[src/hw/fabric_settings.svh]
`ifndef FABRIC_SETTINGS_SVH
`define FABRIC_SETTINGS_SVH

// bus widths
`define FABRIC_ADDR_W 32
`define FABRIC_DATA_W 32

// clint window, reads only
`define CLINT_BASE 32'h0200_0000
`define CLINT_SIZE 32'h0001_0000

// timer words inside the window
`define CLINT_MTIME_LO_OFF 32'h0000_0000 // mtime[31:0]
`define CLINT_MTIME_HI_OFF 32'h0000_0004 // mtime[63:32]

`endif

[src/hw/fabric_pkg.sv]
`include "fabric_settings.svh"

package fabric_pkg;

  // byte address
  typedef logic [`FABRIC_ADDR_W-1:0] addr_t;

  // one data beat
  typedef logic [`FABRIC_DATA_W-1:0] data_t;

  typedef logic [`FABRIC_DATA_W/8-1:0] strb_t; // one bit per byte lane

  // axsize encoding, 0 byte, 1 half, 2 word
  typedef logic [2:0] size_t;

  // AXI response codes
  typedef enum logic [1:0] {
    resp_okay   = 2'b00,
    resp_exokay = 2'b01, // never produced here
    resp_slverr = 2'b10,
    resp_decerr = 2'b11
  } resp_t;

endpackage

[src/hw/axi_read_if.sv]
`timescale 1ns/1ps

interface axi_read_if import fabric_pkg::*; ();

  // address channel
  logic  arvalid;
  logic  arready;
  addr_t araddr;
  size_t arsize;

  // data channel
  logic  rvalid;
  logic  rready;
  data_t rdata;
  resp_t rresp;

  modport initiator (
    output arvalid,
    output araddr,
    output arsize,
    output rready,
    input  arready,
    input  rvalid,
    input  rdata,
    input  rresp
  );

  modport target (
    input  arvalid,
    input  araddr,
    input  arsize,
    input  rready,
    output arready,
    output rvalid,
    output rdata,
    output rresp
  );

endinterface

[src/hw/axi_write_if.sv]
`timescale 1ns/1ps

interface axi_write_if import fabric_pkg::*; ();

  logic  awvalid; // address channel
  logic  awready;
  addr_t awaddr;
  size_t awsize;

  logic  wvalid; // data channel
  logic  wready;
  data_t wdata;
  strb_t wstrb;

  logic  bvalid; // response channel
  logic  bready;
  resp_t bresp;

  modport initiator (
    output awvalid, awaddr, awsize,
    output wvalid, wdata, wstrb,
    output bready,
    input  awready,
    input  wready,
    input  bvalid, bresp
  );

  modport target (
    input  awvalid, awaddr, awsize,
    input  wvalid, wdata, wstrb,
    input  bready,
    output awready,
    output wready,
    output bvalid, bresp
  );

endinterface

[src/hw/bus_arbiter.sv]
`timescale 1ns/1ps

module bus_arbiter import fabric_pkg::*; (
  input  logic  clock,
  input  logic  reset,
  input  logic  fetch_arvalid,
  input  addr_t fetch_araddr,
  input  logic  fetch_rready,
  output logic  fetch_arready,
  output logic  fetch_rvalid,
  output data_t fetch_rdata,
  output resp_t fetch_rresp,
  input  logic  load_arvalid,
  input  addr_t load_araddr,
  input  size_t load_arsize,
  input  logic  load_rready,
  output logic  load_arready,
  output logic  load_rvalid,
  output data_t load_rdata,
  output resp_t load_rresp,
  input  logic  store_awvalid,
  input  addr_t store_awaddr,
  input  size_t store_awsize,
  input  logic  store_wvalid,
  input  data_t store_wdata,
  input  strb_t store_wstrb,
  input  logic  store_bready,
  output logic  store_awready,
  output logic  store_wready,
  output logic  store_bvalid,
  output resp_t store_bresp,
  axi_read_if.initiator  rd,
  axi_write_if.initiator wr
);

  typedef enum logic [1:0] {
    st_idle,
    st_fetch,
    st_load,
    st_store
  } state_t;

  state_t state;
  logic   ar_done; // address phase finished for this grant
  logic   aw_done;
  logic   w_done;

  always_ff @(posedge clock) begin
    if (reset) begin
      state   <= st_idle;
      ar_done <= 1'b0;
      aw_done <= 1'b0;
      w_done  <= 1'b0;
    end else begin
      case (state)
        st_idle: begin
          ar_done <= 1'b0;
          aw_done <= 1'b0;
          w_done  <= 1'b0;
          // load first, then store, fetch last
          if (load_arvalid) state <= st_load;
          else if (store_awvalid && store_wvalid) state <= st_store;
          else if (fetch_arvalid) state <= st_fetch;
        end
        st_fetch, st_load: begin
          if (rd.arvalid && rd.arready) ar_done <= 1'b1;
          if (rd.rvalid && rd.rready) state <= st_idle; // r handshake ends the grant
        end
        st_store: begin
          if (wr.awvalid && wr.awready) aw_done <= 1'b1;
          if (wr.wvalid && wr.wready) w_done <= 1'b1;
          if (wr.bvalid && wr.bready) state <= st_idle;
        end
        default: state <= st_idle;
      endcase
    end
  end

  // granted read goes out to the router
  assign rd.arvalid = !ar_done && ((state == st_fetch && fetch_arvalid) ||
                                   (state == st_load && load_arvalid));
  assign rd.araddr  = (state == st_load) ? load_araddr : fetch_araddr;
  assign rd.arsize  = (state == st_load) ? load_arsize : 3'd2; // fetch is always a word
  assign rd.rready  = (state == st_fetch && fetch_rready) || (state == st_load && load_rready);

  assign fetch_arready = (state == st_fetch) && !ar_done && rd.arready;
  assign fetch_rvalid  = (state == st_fetch) && rd.rvalid;
  assign fetch_rdata   = rd.rdata;
  assign fetch_rresp   = rd.rresp;

  assign load_arready = (state == st_load) && !ar_done && rd.arready;
  assign load_rvalid  = (state == st_load) && rd.rvalid;
  assign load_rdata   = rd.rdata;
  assign load_rresp   = rd.rresp;

  // store channels, aw and w may finish on different edges
  assign wr.awvalid = (state == st_store) && store_awvalid && !aw_done;
  assign wr.awaddr  = store_awaddr;
  assign wr.awsize  = store_awsize;
  assign wr.wvalid  = (state == st_store) && store_wvalid && !w_done;
  assign wr.wdata   = store_wdata;
  assign wr.wstrb   = store_wstrb;
  assign wr.bready  = (state == st_store) && store_bready;

  assign store_awready = (state == st_store) && !aw_done && wr.awready;
  assign store_wready  = (state == st_store) && !w_done && wr.wready;
  assign store_bvalid  = (state == st_store) && wr.bvalid;
  assign store_bresp   = wr.bresp;

endmodule

[src/hw/clint_timer.sv]
`timescale 1ns/1ps
`include "fabric_settings.svh"

module clint_timer import fabric_pkg::*; (
  input  logic clock,
  input  logic reset,
  axi_read_if.target bus
);

  logic [63:0] mtime;
  logic        rvalid_q;
  data_t       rdata_q;
  resp_t       rresp_q;
  addr_t       offset; // position inside the clint window

  assign offset = bus.araddr - addr_t'(`CLINT_BASE);

  // free running machine timer
  always_ff @(posedge clock) begin
    if (reset) mtime <= 64'd0;
    else mtime <= mtime + 64'd1;
  end

  always_ff @(posedge clock) begin
    if (reset) begin
      rvalid_q <= 1'b0;
    end else if (bus.arvalid && bus.arready) begin
      rvalid_q <= 1'b1; // answer on the next cycle
    end else if (bus.rready) begin
      rvalid_q <= 1'b0;
    end
  end

  // capture the selected half at the ar handshake
  always_ff @(posedge clock) begin
    if (bus.arvalid && bus.arready) begin
      case (offset)
        `CLINT_MTIME_LO_OFF: begin
          rdata_q <= mtime[31:0];
          rresp_q <= resp_okay;
        end
        `CLINT_MTIME_HI_OFF: begin
          rdata_q <= mtime[63:32];
          rresp_q <= resp_okay;
        end
        default: begin
          rdata_q <= '0;
          rresp_q <= resp_slverr; // unmapped clint offset
        end
      endcase
    end
  end

  assign bus.arready = !rvalid_q;
  assign bus.rvalid  = rvalid_q;
  assign bus.rdata   = rdata_q;
  assign bus.rresp   = rresp_q;

endmodule

[src/hw/mem_fabric.sv]
`timescale 1ns/1ps

module mem_fabric import fabric_pkg::*; (
  input  logic  clock,
  input  logic  reset,
  // instruction fetch
  input  logic  fetch_arvalid,
  input  addr_t fetch_araddr,
  input  logic  fetch_rready,
  output logic  fetch_arready,
  output logic  fetch_rvalid,
  output data_t fetch_rdata,
  output resp_t fetch_rresp,
  // data load
  input  logic  load_arvalid,
  input  addr_t load_araddr,
  input  size_t load_arsize,
  input  logic  load_rready,
  output logic  load_arready,
  output logic  load_rvalid,
  output data_t load_rdata,
  output resp_t load_rresp,
  // data store
  input  logic  store_awvalid,
  input  addr_t store_awaddr,
  input  size_t store_awsize,
  input  logic  store_wvalid,
  input  data_t store_wdata,
  input  strb_t store_wstrb,
  input  logic  store_bready,
  output logic  store_awready,
  output logic  store_wready,
  output logic  store_bvalid,
  output resp_t store_bresp,
  // external memory, read side
  output logic  mem_arvalid,
  output addr_t mem_araddr,
  output size_t mem_arsize,
  output logic  mem_rready,
  input  logic  mem_arready,
  input  logic  mem_rvalid,
  input  data_t mem_rdata,
  input  resp_t mem_rresp,
  // external memory, write side
  output logic  mem_awvalid,
  output addr_t mem_awaddr,
  output size_t mem_awsize,
  output logic  mem_wvalid,
  output data_t mem_wdata,
  output strb_t mem_wstrb,
  output logic  mem_bready,
  input  logic  mem_awready,
  input  logic  mem_wready,
  input  logic  mem_bvalid,
  input  resp_t mem_bresp
);

  axi_read_if  arb_rd ();   // arbiter to router
  axi_read_if  clint_rd (); // router to timer
  axi_write_if arb_wr ();   // granted store

  bus_arbiter i_bus_arbiter (
    .rd (arb_rd.initiator),
    .wr (arb_wr.initiator),
    .*
  );

  read_router i_read_router (
    .up    (arb_rd.target),
    .clint (clint_rd.initiator),
    .*
  );

  clint_timer i_clint_timer (
    .clock (clock),
    .reset (reset),
    .bus   (clint_rd.target)
  );

  // write side goes straight to the external port
  assign mem_awvalid = arb_wr.awvalid;
  assign mem_awaddr  = arb_wr.awaddr;
  assign mem_awsize  = arb_wr.awsize;
  assign mem_wvalid  = arb_wr.wvalid;
  assign mem_wdata   = arb_wr.wdata;
  assign mem_wstrb   = arb_wr.wstrb;
  assign mem_bready  = arb_wr.bready;

  assign arb_wr.awready = mem_awready;
  assign arb_wr.wready  = mem_wready;
  assign arb_wr.bvalid  = mem_bvalid;
  assign arb_wr.bresp   = mem_bresp;

endmodule

[src/hw/read_router.sv]
`timescale 1ns/1ps
`include "fabric_settings.svh"

module read_router import fabric_pkg::*; (
  input  logic  clock,
  input  logic  reset,
  axi_read_if.target    up,
  axi_read_if.initiator clint,
  output logic  mem_arvalid,
  output addr_t mem_araddr,
  output size_t mem_arsize,
  output logic  mem_rready,
  input  logic  mem_arready,
  input  logic  mem_rvalid,
  input  data_t mem_rdata,
  input  resp_t mem_rresp
);

  logic hit_clint; // address decode for the current request
  logic pending;   // ar accepted, r not yet
  logic sel_clint; // target of the pending read

  assign hit_clint = (up.araddr >= addr_t'(`CLINT_BASE)) &&
                     (up.araddr < addr_t'(`CLINT_BASE + `CLINT_SIZE));

  always_ff @(posedge clock) begin
    if (reset) begin
      pending   <= 1'b0;
      sel_clint <= 1'b0;
    end else if (up.arvalid && up.arready) begin
      pending   <= 1'b1;
      sel_clint <= hit_clint; // keep the decision for the response
    end else if (up.rvalid && up.rready) begin
      pending <= 1'b0;
    end
  end

  // address channel, only the selected side sees arvalid
  assign clint.arvalid = up.arvalid && hit_clint;
  assign clint.araddr  = up.araddr;
  assign clint.arsize  = up.arsize;

  assign mem_arvalid = up.arvalid && !hit_clint;
  assign mem_araddr  = up.araddr;
  assign mem_arsize  = up.arsize;

  assign up.arready = hit_clint ? clint.arready : mem_arready;

  // response path follows the latched selection
  assign up.rvalid = pending && (sel_clint ? clint.rvalid : mem_rvalid);
  assign up.rdata  = sel_clint ? clint.rdata : mem_rdata;
  assign up.rresp  = sel_clint ? clint.rresp : mem_rresp;

  assign clint.rready = pending && sel_clint && up.rready;
  assign mem_rready   = pending && !sel_clint && up.rready;

endmodule

[config.mk]
export PLATFORM = sky130hd
export DESIGN_NAME = mem_fabric
export DESIGN_NICKNAME = d
export VERILOG_FILES = /design/src/hw/fabric_pkg.sv /design/src/hw/axi_read_if.sv /design/src/hw/axi_write_if.sv /design/src/hw/bus_arbiter.sv /design/src/hw/clint_timer.sv /design/src/hw/mem_fabric.sv /design/src/hw/read_router.sv
export VERILOG_INCLUDE_DIRS = /design/src /design/src/hw
export SDC_FILE = /design/constraint.sdc
export NUM_CORES = 1
export LEC_CHECK = 0
export ABC_AREA = 0
export BUFFER_PORTS_ARGS = -buffer_cell sky130_fd_sc_hd__buf_2
export CAP_MARGIN = 20
export CORE_AREA = 2 2 147 149
export DETAILED_ROUTE_END_ITERATION = 8
export DIE_AREA = 0 0 149 151
export GPL_TIMING_DRIVEN = 0
export PLACE_DENSITY = 0.65
export SLEW_MARGIN = 10
export SYNTH_ARGS = -nofsm -noshare
export SYNTH_HDL_FRONTEND = slang
export SYNTH_HIERARCHICAL = 1
export SYNTH_SLANG_ARGS = --single-unit
[constraint.sdc]
create_clock -name clock -period 4.9 [get_ports clock]
set_input_delay 0.245 -clock clock [delete_from_list [all_inputs] [get_ports clock]]
set_output_delay 0.245 -clock clock [all_outputs]
set_load 0.01 [all_outputs]
==> summary.md <==
| Metric | Value |
|---|---|
| Max-slew violations | `0` |
| DRT iter0 DRCs | `490` |
| Total track usage | `0.2015` |
| Final hold violations | `0` |
| Clock Path Buffers | `2` |
| Die width | `149 µm` |
| Syn-to-layout area delta | `28.45%` |
| Die height | `151 µm` |
| RSZ-0062 raised after global routing | `false` |
| DR WL/cell | `17.14 µm` |
| I/O pins | `376` |
| Syn Area/Cell | `9.142 µm²` |
| Max_cap viols | `0` |
| Min-Delay Path Class | `primary input to register` |
| Pwr/cell area | `260.3 mW/mm²` |
| Port-buffer cells | `302` |
| Overall Power | `2555 µW` |
| Global route overflow | `0` |
| Vias in the first global route | `6,183` |
| Gp weighted congestion | `0.9065` |
| Netlist Area Pre-Place | `0.007642 mm²` |
| Cell area after layout | `0.009817 mm²` |
| CTS H-tree depth | `3` |
| Crit Path Max Fanout | `10` |
| Startpoint types | `register` |
| Switching power total | `775.4 µW` |
| Die ar. | `0.02250 mm²` |
| Clock Power Share | `0.276` |
| Detail-routed via count per cell | `4.751` |
| Crit path arrival time | `3.97 ns` |
| Fin Hold WS | `0.1814 ns` |
| Worst R2R Start | `i_bus_arbiter/state[0]` |
| Endpoint class of the critical path | `register` |
| Switch share | `0.3034` |
| Clock Skew | `0.007226 ns` |
| Rel. slew slack | `0.3122` |
| Data required, critical path | `5.07 ns` |
| Clk Latency, worst-skew pair | `0.35 ns` |
| Internal | `1780 µW` |
| Fmax achieved | `263.6 MHz` |
| Pre-antenna DRT Iters | `5` |
| Final nets | `1,345` |
| Share of cells above drive strength 1 | `0.5489` |
| Fin crit share | `0.7743` |
| First-pass GRT wire length | `34,600 µm` |
| Min cycle time layout | `3.794 ns` |
| Synth Instances | `836` |
| Leak | `0.004469 µW` |
| CORE AREA | `0.02082 mm²` |
| Clk slew on worst S/H paths | `0.07 ns` |
| Mapped Nets | `1,031` |
| WL final | `24,530 µm` |
| Setup violators final | `0` |
| Hold_buf cts | `0` |
| Detailed-route via count | `6,799` |
| Clock Sink Count | `105` |
| Slew @ Worst Pin | `1.032 ns` |
| Root Driver | `clkbuf_16` |
| Area post-placement | `0.009525 mm²` |
| FF-to-FF setup slack | `1.11 ns` |
| Hpwl dp | `20,270 µm` |
| Initial Util | `0.3670` |
| Num rows | `53` |
| Final worst slack | `1.106 ns` |
| CTS buffer count | `9` |
| Initial antenna violation count | `1` |
| Peak supply drop | `0.0001503 V` |
| Setup crit end | `i_clint_timer/bus.rdata[27]` |
| Beginning of the critical path | `i_bus_arbiter/state[0]` |
| RR Endpoint | `i_clint_timer/bus.rdata[27]` |
| Post-placement setup slack | `1.115 ns` |
| R2r worst-path depth | `14` |
| Synth warn | `6` |
| CTS tree | `built` |
| Postcts setup bufs | `0` |
| Post-DRT Antenna Nets | `0` |
| Gate power share | `0.367` |
| CP Class | `register to register` |
| Drt drc | `0` |
| Sequential power share | `0.358` |
| Status | `complete, no violations` |
| Cells resized by post-CTS repair | `0` |
| Largest net degree at the start of global routing | `30` |
worst min path at each step:
| stage | cells after the start | to | slack, ns | start |
|---|---|---|---|---|
| global placement | 2 | i_clint_timer/mtime[63] | 0.47 | i_clint_timer/mtime[63] |
| finish | 3 | i_bus_arbiter/aw_done | 0.18 | store_awvalid |
| floorplan | 1 | i_bus_arbiter/ar_done | 0.31 | reset |
| global route | 3 | i_bus_arbiter/aw_done | 0.19 | store_awvalid |
| CTS | 3 | i_bus_arbiter/aw_done | 0.18 | mem_awready |
| detailed placement | 2 | i_clint_timer/mtime[63] | 0.48 | i_clint_timer/mtime[63] |
cell usage in the layout, fill, tap and decap left out, drive strengths merged, types with 3 or more instances in the layout:
| master | count |
|---|---|
| a21oi | 33 |
| a22oi | 3 |
| and2 | 8 |
| and3 | 6 |
| and3b | 6 |
| and4 | 3 |
| buf | 528 |
| clkbuf | 21 |
| clkinv | 3 |
| dfxtp | 72 |
| edfxtp | 33 |
| ha | 7 |
| inv | 19 |
| mux2 | 68 |
| mux2i | 33 |
| nand2 | 24 |
| nand3 | 25 |
| nand4 | 33 |
| nor2 | 81 |
| nor2b | 8 |
| nor3 | 7 |
| nor4 | 18 |
| o21ai | 22 |
| o31ai | 9 |
| or2 | 4 |
| or3 | 22 |
| or4 | 9 |
| xnor2 | 9 |
| xor2 | 24 |
through the flow:
stage | util | TNS [ns] | instances
after floorplan | - | 0 | 836
after global placement | 0.4561 | -7.853 | 1413
after detailed placement | 0.4575 | 0 | 1414
after CTS | 0.4713 | 0 | 1430
after global routing | 0.4715 | 0 | 1431
final | 0.4715 | 0 | 1431
registers in the layout (all words and copies together) (netlist names):
name and count:
i_bus_arbiter/state 2, i_clint_timer/bus.rdata 32, i_read_router/sel_clint 1, i_bus_arbiter/w_done 1, i_clint_timer/bus.rvalid 1, i_read_router/pending 1, i_clint_timer/mtime 64, i_bus_arbiter/aw_done 1
i_bus_arbiter/ar_done 1, i_clint_timer/bus.rresp 1
critical path, stage by stage (launching register included):
cell and delay, ns:
dfxtp_1 0.35, inv_1 0.12, ha_1 0.21, buf_2 0.26, buf_2 0.30, mux2_2 0.39, buf_4 0.13, inv_1 0.07
ha_1 0.12, nor4b_1 0.27, nand4_1 0.15, or3_1 0.39, clkbuf_1 0.20, clkbuf_1 0.35, nor2_1 0.29
routing by layer:
layer	routed length, µm	share of wire	up-vias	global-route usage
li1	-	-	3346	-
met1	10640	0.43	3215	0.2673
met2	12270	0.50	220	0.3468
met3	1350	0.055	18	0.02892
met4	269	0.011	0	0.04810
met5	0	0	-	0
power groups by stage:
stage | clock network, µW | registers, µW | logic (µW)
final | 704 | 914 | 937
after global routing | 752 | 916 | 1000
after CTS | 716 | 914 | 947
after detailed placement | 0 | 934 | 942
after global placement | 0 | 933 | 941
after floorplan | 0 | 931 | 657
area by class of cell:
type / count / area, µm²
clock inverters: 6 / 50.05
well taps: 275 / 344.1
diodes: 1 / 2.502
clock buffers: 10 / 239.0
flip-flops and latches: 105 / 2432
multi-input cells: 478 / 3470
plain buffers: 236 / 1684
fillers: 2049 / 11010
inverters: 17 / 63.81
repair buffers: 303 / 1531
(Power assumes the default switching activity.)
